--- src/rtl/rv_macros.svh ---
//////////////////////////////////////////////////////////////////////
// Build parameters for the RV32I execute path. The datapath assumes
// XLEN is 32
//////////////////////////////////////////////////////////////////////
`ifndef RV_MACROS_SVH
`define RV_MACROS_SVH

// Datapath width
`define XLEN 32

//////////////////////////////////////////////////////////////////////
// Major opcodes handled by this path
//////////////////////////////////////////////////////////////////////
`define OPC_OP    7'b0110011
`define OPC_OPIMM 7'b0010011
`define OPC_LUI   7'b0110111

`endif

--- src/rtl/rv_pkg.sv ---
//////////////////////////////////////////////////////////////////////
// Shared types of the execute path. The encodings of aluSel_t and
// insClass_t are fixed and also used by the testbench model
//////////////////////////////////////////////////////////////////////
`default_nettype none

`include "rv_macros.svh"

package rv_pkg;

    //////////////////////////////////////////////////////////////////////
    // Operation and class encodings
    //////////////////////////////////////////////////////////////////////
    typedef enum logic [3:0] {
        ADD,                                   // 0
        SUB,
        SLT,
        SLTU,
        SLL,
        SRL,
        SRA,
        AND,
        OR,
        XOR,
        LUI                                    // 10
    } aluSel_t;

    typedef enum logic [1:0] {
        iType = 2'b11,
        rType = 2'b10,
        uType = 2'b01,
        noOp  = 2'b00
    } insClass_t;

    typedef enum logic [2:0] {
        f3AddSub = 3'd0,
        f3Sll    = 3'd1,
        f3Slt    = 3'd2,
        f3Sltu   = 3'd3,
        f3Xor    = 3'd4,
        f3SrlSra = 3'd5,
        f3Or     = 3'd6,
        f3And    = 3'd7
    } funct3_t;

    //////////////////////////////////////////////////////////////////////
    // Instruction word views
    //////////////////////////////////////////////////////////////////////
    typedef struct packed {
        logic [6:0] funct7;
        logic [4:0] rs2;
        logic [4:0] rs1;
        funct3_t    funct3;
        logic [4:0] rd;
        logic [6:0] opcode;
    } rFmt_t;

    typedef struct packed {
        logic [11:0] imm;
        logic [4:0]  rs1;
        funct3_t     funct3;
        logic [4:0]  rd;
        logic [6:0]  opcode;
    } iFmt_t;

    typedef struct packed {
        logic [19:0] imm;                      // Goes to bits 31:12 of the result
        logic [4:0]  rd;
        logic [6:0]  opcode;
    } uFmt_t;

    typedef union packed {
        rFmt_t rFmt;
        iFmt_t iFmt;
        uFmt_t uFmt;
    } instr_t;

    //////////////////////////////////////////////////////////////////////
    // Pipeline bundles
    //////////////////////////////////////////////////////////////////////
    typedef struct packed {
        aluSel_t            aluSel;
        logic               aluSrcImm;         // Selects imm over operandB in execute
        logic               writeEnable;
        logic               valid;
        logic [4:0]         rd;
        logic [`XLEN-1:0]   operandA;
        logic [`XLEN-1:0]   operandB;
        logic [`XLEN-1:0]   imm;
    } decodeStage_t;

    typedef struct packed {
        logic               valid;
        logic               writeEnable;       // Already qualified by valid
        logic [4:0]         rd;
        logic [`XLEN-1:0]   result;
    } execResult_t;

endpackage

`default_nettype wire

--- src/rtl/aluControl.sv ---
//////////////////////////////////////////////////////////////////////
// ALU select decode. Unlisted funct3/funct7 combinations give ADD
//////////////////////////////////////////////////////////////////////
`timescale 1ns/1ps
`default_nettype none

module aluControl (
    input  rv_pkg::insClass_t insClass,
    input  rv_pkg::funct3_t   funct3,
    input  logic [6:0]        funct7,
    output rv_pkg::aluSel_t   aluSel
);

    localparam logic [6:0] funct7Base = 7'd0;
    localparam logic [6:0] funct7Alt  = 7'd32;     // SUB and SRA

    always_comb begin
        aluSel = rv_pkg::ADD;                       // Fallback for every unmapped case

        case (insClass)
            rv_pkg::iType: begin
                // SLLI, SLTIU and the immediate shifts stay on ADD
                case (funct3)
                    rv_pkg::f3AddSub: aluSel = rv_pkg::ADD;
                    rv_pkg::f3Slt:    aluSel = rv_pkg::SLT;
                    rv_pkg::f3Xor:    aluSel = rv_pkg::XOR;
                    rv_pkg::f3Or:     aluSel = rv_pkg::OR;
                    rv_pkg::f3And:    aluSel = rv_pkg::AND;
                    default:          aluSel = rv_pkg::ADD;
                endcase
            end

            rv_pkg::rType: begin
                case (funct7)
                    funct7Base: begin
                        case (funct3)
                            rv_pkg::f3AddSub: aluSel = rv_pkg::ADD;
                            rv_pkg::f3Sll:    aluSel = rv_pkg::SLL;
                            rv_pkg::f3Slt:    aluSel = rv_pkg::SLT;
                            rv_pkg::f3Sltu:   aluSel = rv_pkg::SLTU;
                            rv_pkg::f3Xor:    aluSel = rv_pkg::XOR;
                            rv_pkg::f3SrlSra: aluSel = rv_pkg::SRL;
                            rv_pkg::f3Or:     aluSel = rv_pkg::OR;
                            rv_pkg::f3And:    aluSel = rv_pkg::AND;
                            default:          aluSel = rv_pkg::ADD;
                        endcase
                    end
                    funct7Alt: begin
                        case (funct3)
                            rv_pkg::f3AddSub: aluSel = rv_pkg::SUB;
                            rv_pkg::f3SrlSra: aluSel = rv_pkg::SRA;
                            default:          aluSel = rv_pkg::ADD;
                        endcase
                    end
                    default: aluSel = rv_pkg::ADD;
                endcase
            end

            rv_pkg::uType: aluSel = rv_pkg::LUI;
            default:       aluSel = rv_pkg::ADD;
        endcase
    end

endmodule

`default_nettype wire

--- src/rtl/mainDecoder.sv ---
//////////////////////////////////////////////////////////////////////
// Opcode decode. Only OP, OP-IMM and LUI are recognised
//////////////////////////////////////////////////////////////////////
`timescale 1ns/1ps
`default_nettype none

`include "rv_macros.svh"

module mainDecoder (
    input  logic [6:0]        opcode,
    output rv_pkg::insClass_t insClass,
    output logic              aluSrcImm,
    output logic              writeEnable
);

    //////////////////////////////////////////////////////////////////////
    // Instruction class
    //////////////////////////////////////////////////////////////////////
    always_comb begin
        case (opcode)
            `OPC_OP:    insClass = rv_pkg::rType;
            `OPC_OPIMM: insClass = rv_pkg::iType;
            `OPC_LUI:   insClass = rv_pkg::uType;
            default:    insClass = rv_pkg::noOp;    // Loads, stores, branches and the rest
        endcase
    end

    //////////////////////////////////////////////////////////////////////
    // Datapath controls
    //////////////////////////////////////////////////////////////////////
    always_comb begin
        case (insClass)
            rv_pkg::iType: begin
                aluSrcImm   = 1'b1;
                writeEnable = 1'b1;
            end
            rv_pkg::uType: begin
                aluSrcImm   = 1'b1;                 // LUI takes the U immediate as operandB
                writeEnable = 1'b1;
            end
            rv_pkg::rType: begin
                aluSrcImm   = 1'b0;
                writeEnable = 1'b1;
            end
            default: begin
                aluSrcImm   = 1'b0;
                writeEnable = 1'b0;                 // Unknown opcodes never write back
            end
        endcase
    end

endmodule

`default_nettype wire

--- src/rtl/immGenerator.sv ---
//////////////////////////////////////////////////////////////////////
// Immediate build for I and U formats. The U form assumes XLEN is 32
//////////////////////////////////////////////////////////////////////
`timescale 1ns/1ps
`default_nettype none

`include "rv_macros.svh"

module immGenerator (
    input  rv_pkg::instr_t    instr,
    input  rv_pkg::insClass_t insClass,
    output logic [`XLEN-1:0]  imm
);

    logic [`XLEN-1:0] immI;
    logic [`XLEN-1:0] immU;

    // Sign bit of the I immediate is instruction bit 31
    assign immI = {{(`XLEN-12){instr.iFmt.imm[11]}}, instr.iFmt.imm};

    assign immU = {instr.uFmt.imm, 12'b0};

    always_comb begin
        case (insClass)
            rv_pkg::iType: imm = immI;
            rv_pkg::uType: imm = immU;
            default:       imm = '0;                // R type and unknown use no immediate
        endcase
    end

endmodule

`default_nettype wire

--- src/rtl/alu.sv ---
//////////////////////////////////////////////////////////////////////
// Integer ALU. Shifts use operandB[4:0] only, compares return 0 or 1
//////////////////////////////////////////////////////////////////////
`timescale 1ns/1ps
`default_nettype none

`include "rv_macros.svh"

module alu (
    input  rv_pkg::aluSel_t  aluSel,
    input  logic [`XLEN-1:0] operandA,
    input  logic [`XLEN-1:0] operandB,
    output logic [`XLEN-1:0] result
);

    logic [4:0] shamt;
    logic       lessSigned;
    logic       lessUnsigned;

    assign shamt        = operandB[4:0];
    assign lessSigned   = $signed(operandA) < $signed(operandB);
    assign lessUnsigned = operandA < operandB;

    always_comb begin
        case (aluSel)
            rv_pkg::ADD:  result = operandA + operandB;
            rv_pkg::SUB:  result = operandA - operandB;
            rv_pkg::SLT:  result = {{(`XLEN-1){1'b0}}, lessSigned};
            rv_pkg::SLTU: result = {{(`XLEN-1){1'b0}}, lessUnsigned};
            rv_pkg::SLL:  result = operandA << shamt;
            rv_pkg::SRL:  result = operandA >> shamt;
            rv_pkg::SRA:  result = $unsigned($signed(operandA) >>> shamt);
            rv_pkg::AND:  result = operandA & operandB;
            rv_pkg::OR:   result = operandA | operandB;
            rv_pkg::XOR:  result = operandA ^ operandB;
            rv_pkg::LUI:  result = operandB;    // U immediate arrives already shifted
            default:      result = '0;
        endcase
    end

endmodule

`default_nettype wire

--- src/rtl/executeStage.sv ---
//////////////////////////////////////////////////////////////////////
// Two-stage decode/execute path. No back-pressure, one instruction per
// cycle, result two edges after the instruction is sampled
//////////////////////////////////////////////////////////////////////
`timescale 1ns/1ps
`default_nettype none

`include "rv_macros.svh"

module executeStage (
    input  logic                 clk,
    input  logic                 reset,
    input  logic                 instrValid,
    input  rv_pkg::instr_t       instr,
    input  logic [`XLEN-1:0]     rs1Data,
    input  logic [`XLEN-1:0]     rs2Data,
    output rv_pkg::execResult_t  result
);

    rv_pkg::insClass_t    insClass;
    rv_pkg::aluSel_t      aluSel;
    logic                 aluSrcImm;
    logic                 decWriteEnable;
    logic [`XLEN-1:0]     imm;
    rv_pkg::decodeStage_t decodeNext;
    rv_pkg::decodeStage_t decodeReg;
    logic [`XLEN-1:0]     aluOperandB;
    logic [`XLEN-1:0]     aluResult;

    //////////////////////////////////////////////////////////////////////
    // Decode
    //////////////////////////////////////////////////////////////////////
    mainDecoder uMainDecoder (
        .opcode      (instr.rFmt.opcode),
        .insClass    (insClass),
        .aluSrcImm   (aluSrcImm),
        .writeEnable (decWriteEnable)
    );

    aluControl uAluControl (
        .insClass (insClass),
        .funct3   (instr.rFmt.funct3),
        .funct7   (instr.rFmt.funct7),
        .aluSel   (aluSel)
    );

    immGenerator uImmGenerator (
        .instr    (instr),
        .insClass (insClass),
        .imm      (imm)
    );

    always_comb begin
        decodeNext.aluSel      = aluSel;
        decodeNext.aluSrcImm   = aluSrcImm;
        decodeNext.writeEnable = decWriteEnable & instrValid;
        decodeNext.valid       = instrValid;
        decodeNext.rd          = instr.rFmt.rd;
        decodeNext.operandA    = rs1Data;
        decodeNext.operandB    = rs2Data;
        decodeNext.imm         = imm;
    end

    always_ff @(posedge clk) begin
        decodeReg <= decodeNext;
        if (reset) begin
            decodeReg.valid       <= 1'b0;
            decodeReg.writeEnable <= 1'b0;
        end
    end

    //////////////////////////////////////////////////////////////////////
    // Execute
    //////////////////////////////////////////////////////////////////////
    assign aluOperandB = decodeReg.aluSrcImm ? decodeReg.imm : decodeReg.operandB;

    alu uAlu (
        .aluSel   (decodeReg.aluSel),
        .operandA (decodeReg.operandA),
        .operandB (aluOperandB),
        .result   (aluResult)
    );

    always_ff @(posedge clk) begin
        result.valid       <= decodeReg.valid;
        result.writeEnable <= decodeReg.writeEnable;
        result.rd          <= decodeReg.rd;
        result.result      <= aluResult;
        if (reset) begin
            result.valid       <= 1'b0;
            result.writeEnable <= 1'b0;       // No write-back until a real instruction drains
        end
    end

endmodule

`default_nettype wire

--- config.mk ---
export PLATFORM = sky130hd
export DESIGN_NAME = executeStage
export DESIGN_NICKNAME = d
export VERILOG_FILES = /design/src/rtl/rv_pkg.sv /design/src/rtl/aluControl.sv /design/src/rtl/mainDecoder.sv /design/src/rtl/immGenerator.sv /design/src/rtl/alu.sv /design/src/rtl/executeStage.sv
export VERILOG_INCLUDE_DIRS = /design/src /design/src/rtl
export SDC_FILE = /design/constraint.sdc
export NUM_CORES = 1
export LEC_CHECK = 0
export CAP_MARGIN = 20
export CELL_PAD_IN_SITES_DETAIL_PLACEMENT = 1
export CELL_PAD_IN_SITES_GLOBAL_PLACEMENT = 1
export CORE_MARGIN = 10
export CORE_UTILIZATION = 54
export DETAILED_ROUTE_END_ITERATION = 10
export DONT_BUFFER_PORTS = 1
export GPL_ROUTABILITY_DRIVEN = 0
export PLACE_DENSITY_LB_ADDON = 0.1
export SYNTH_ARGS = -nofsm -noshare
export SYNTH_HDL_FRONTEND = slang
export SYNTH_HIERARCHICAL = 1
export SYNTH_SLANG_ARGS = --single-unit
--- constraint.sdc ---
create_clock -name clk -period 9.05 [get_ports clk]
set_input_delay 0.905 -clock clk [delete_from_list [all_inputs] [get_ports clk]]
set_output_delay 0.905 -clock clk [all_outputs]
set_load 0.03 [all_outputs]
==> impl_metrics.csv <==
group,metric,value,unit
worst_setup_path,critPathLaunchType,"flop",
yosys,synth_xor_area_share,0.6890,%
timing,rsz0062_at_grt,"no",
timing,finalCritPeriodShare,57.12,%
worst_setup_path,timing.rr.start,"decodeReg[103]",
yosys,syn-num-nets,1692,
worst_setup_path,cp_common_cell,"buf_4",
worst_setup_path,r2r_slack,3.88,ns
yosys,synthMuxAreaShare,17.45,%
yosys,mappedNetlistArea,12710,um2
routing,remaining_drc_errors,0,
timing,setup_tns,0,ns
timing,fmax,193.4,MHz
floorplan,die-area,30080,um2
clocking,postCtsHoldBufs,0,
worst_setup_path,path_delay_family,"compound AO/OA/AOI/OAI gates",
floorplan,ios,138,
grt,grt_pass1_vias,12830,
grt,antenna_found_initial,0,
floorplan,core,23330,um2
worst_setup_path,cp_max_fo,52,
hold_path,min_from,"decodeReg[96]",
clocking,htree_levels,4,
clocking,cts_root_buffer,"clkbuf_16",
place,port_buffers,0,
timing,finalClockSkew,0.01367,ns
worst_setup_path,crit_buf_inv,2,
status,status,"completed",
routing,wl,51520,um
final_layout,area_growth_syn_to_layout,4.971,%
yosys,synth_top_family_by_area,"compound AO/OA/AOI/OAI gates",
final_layout,final_common_cell,"dfxtp_1",
worst_setup_path,r2r-end,"result[28]",
routing,dr_total_vias,12460,
worst_setup_path,cp-end-kind,"flop",
yosys,synth-edff-count,0,
grt,grt_max_degree,65,
yosys,netlist_instances,1493,
timing,drv_slew,0,
power,power-per-cell-area,157.4,nW/um2
hold_path,min_path_type,"reg2reg",
grt,grt_pass1_wl,78370,um
yosys,synth_ff_type,"dfxtp_1",
routing,drt_iter0_markers,1623,
place,dp_hpwl,37280,um
clocking,postCtsSetupBuffers,0,
final_layout,final_cell_mix,"146 x dfxtp_1, 145 x nor2_1, 113 x a21oi_1, 98 x ha_1, 94 x inv_1",
worst_setup_path,crit_chain,"buf_4 > mux2_4 > buf_4 > ha_1 > fa_1 > o21ba_2 > nor2_1 > a221oi_1 > nor4_1 > o21ai_1 > a21oi_1 > o21ai_0 > a2111oi_0 > a31oi_1",
hold_path,min_path_cells,0,
worst_setup_path,rr_worst_depth,14,
yosys,ys_types,90,
grt,grt_overflow,0,
clocking,clk-insertion-delay-late,0.44,ns
floorplan,rows,56,
floorplan,die_height,173.4,um
hold_path,min_to,"result[32]",
yosys,yosys.area_share.simple,16.04,%
clocking,cts_sinks,147,
floorplan,start_util,54.48,%
clocking,cts_buffers,17,
power,p_leak,5.541,nW
timing,report.final.hold_viol_count,0,
yosys,synthAdderAreaFrac,10.04,%
routing,first_pass_iters,5,
worst_setup_path,cp.arrival,5.47,ns
routing,wl_per_cell,29.43,um
yosys,synth-compound-area-share,25.18,%
yosys,ys_seq_elements,147,
worst_setup_path,slowest_delay,0.60,ns
floorplan,die_w,173.4,um
clocking,cts_resized,0,
clocking,cts_tree,"built",
clocking,path_clk_slew,0.08,ns
final_layout,final_util,57.19,%
routing,vias_per_cell,7.114,
timing,worst_pin_slew,1.319,ns
timing,post-route-min-period,5.170,ns
yosys,yosysWarnings,6,
flow_run,maxCapViolations,0,
timing,worst_slack,3.880,ns
power,vdd_drop_max,0.00009871,V
place,post-place-ws,3.945,ns
worst_setup_path,crit_type,"reg2reg",
yosys,yosysSeqAreaShare,23.15,%
final_layout,drive_gt1_share,12.30,%
yosys,avgSynthCellArea,8.514,um2
worst_setup_path,cp_slowest_cell,"nor4_1",
grt,grtUsageTotal,33.10,%
timing,setup_violations,0,
clocking,cts_buffer_depth,2,
final_layout,final_nets,1617,
yosys,async_flop_share,0,%
routing,ant_nets,0,
worst_setup_path,required,9.35,ns
timing,relSlewSlack,9.766,%
flip-flops by register name, indices dropped and copies added, names as in the netlist:
register and cells:
decodeReg 108, result 39
stage by stage:
step	std cells	area, um2	total power, mW	hold WS (ns)
floorplan	1493	12710	1.176	0.3096
global placement	1718	12730	1.313	0.3097
detailed placement	1718	12730	1.326	0.3150
CTS	1750	13340	2.091	0.3347
global route	1750	13340	2.173	0.3400
finish	1751	13340	2.100	0.3331
synthesized netlist by cell type (all sizes together) (11+ instances only):
master	number	share of area (%)
a211oi	18	1.1
a21boi	22	1.6
a21o	22	1.3
a21oi	114	4.5
a221oi	20	1.4
a22oi	25	1.5
a31oi	13	0.64
and3	18	0.89
buf	37	2.3
clkbuf	78	2.3
dfxtp	147	23
ha	98	9.6
inv	95	2.8
mux2	41	4.5
mux2i	36	2.8
mux4	55	10
nand2	94	2.8
nand2b	30	1.5
nand3	26	1.0
nor2	146	4.3
nor2b	15	0.74
nor3	31	1.3
o2111ai	11	0.76
o211ai	19	1.1
o21ai	92	3.7
o21bai	16	0.95
o221ai	11	0.76
o22ai	15	0.74
or3	15	0.74
routing by layer:
layer,GRT usage (%),vias up,share of wire (%)
li1,-,5370,-
met1,38.92,6053,38
met2,52.40,823,45
met3,8.255,211,9.7
met4,22.53,0,7.4
met5,0,-,0
cell type report:
type	count	area, um2
well taps	319	399.1
fillers	2761	9990
inverters	97	364.1
clock buffers	17	425.4
repair buffers	21	157.7
multi-input cells	1134	8865
clock inverters	15	185.2
diodes	1	2.502
flip-flops and latches	147	2944
worst max-delay path by stage:
stage	start	endpoint	slack (ns)	depth (start not counted)
after detailed placement	decodeReg[103]	result[12]	3.95	14
final	decodeReg[103]	result[28]	3.88	14
after global placement	decodeReg[103]	result[12]	4.00	14
after floorplan	decodeReg[103]	result[29]	4.61	17
after global routing	decodeReg[103]	result[28]	3.62	14
after CTS	decodeReg[103]	result[26]	3.98	15
cell families (layout without fill, tap and decap cells):
family	after synthesis	count (layout)
buffers and inverters	212	150
AND/OR/NAND/NOR	419	419
flip-flops	147	147
other	0	1
adder cells (fa/ha/maj)	101	101
AO/OA/AOI/OAI	472	472
multiplexers	132	132
XOR/XNOR	10	10
worst reg2reg max path: cells and delay by family, from the launching register on:
family / cells / cell delay, ns
buf+inv: 2 / 0.83
mux: 1 / 0.44
fa+ha+maj: 2 / 0.81
simple gates: 2 / 0.74
compound gates: 7 / 1.85
flops: 1 / 0.39
where the power goes:
group / internal [mW] / switching, mW / leakage, nW / total (mW)
clock: 0.376 / 0.387 / 0.292 / 0.763
combinational: 0.208 / 0.333 / 4.02 / 0.541
sequential: 0.693 / 0.103 / 1.23 / 0.796
total: 1.28 / 0.822 / 5.54 / 2.10
(Power assumes the default switching activity.)
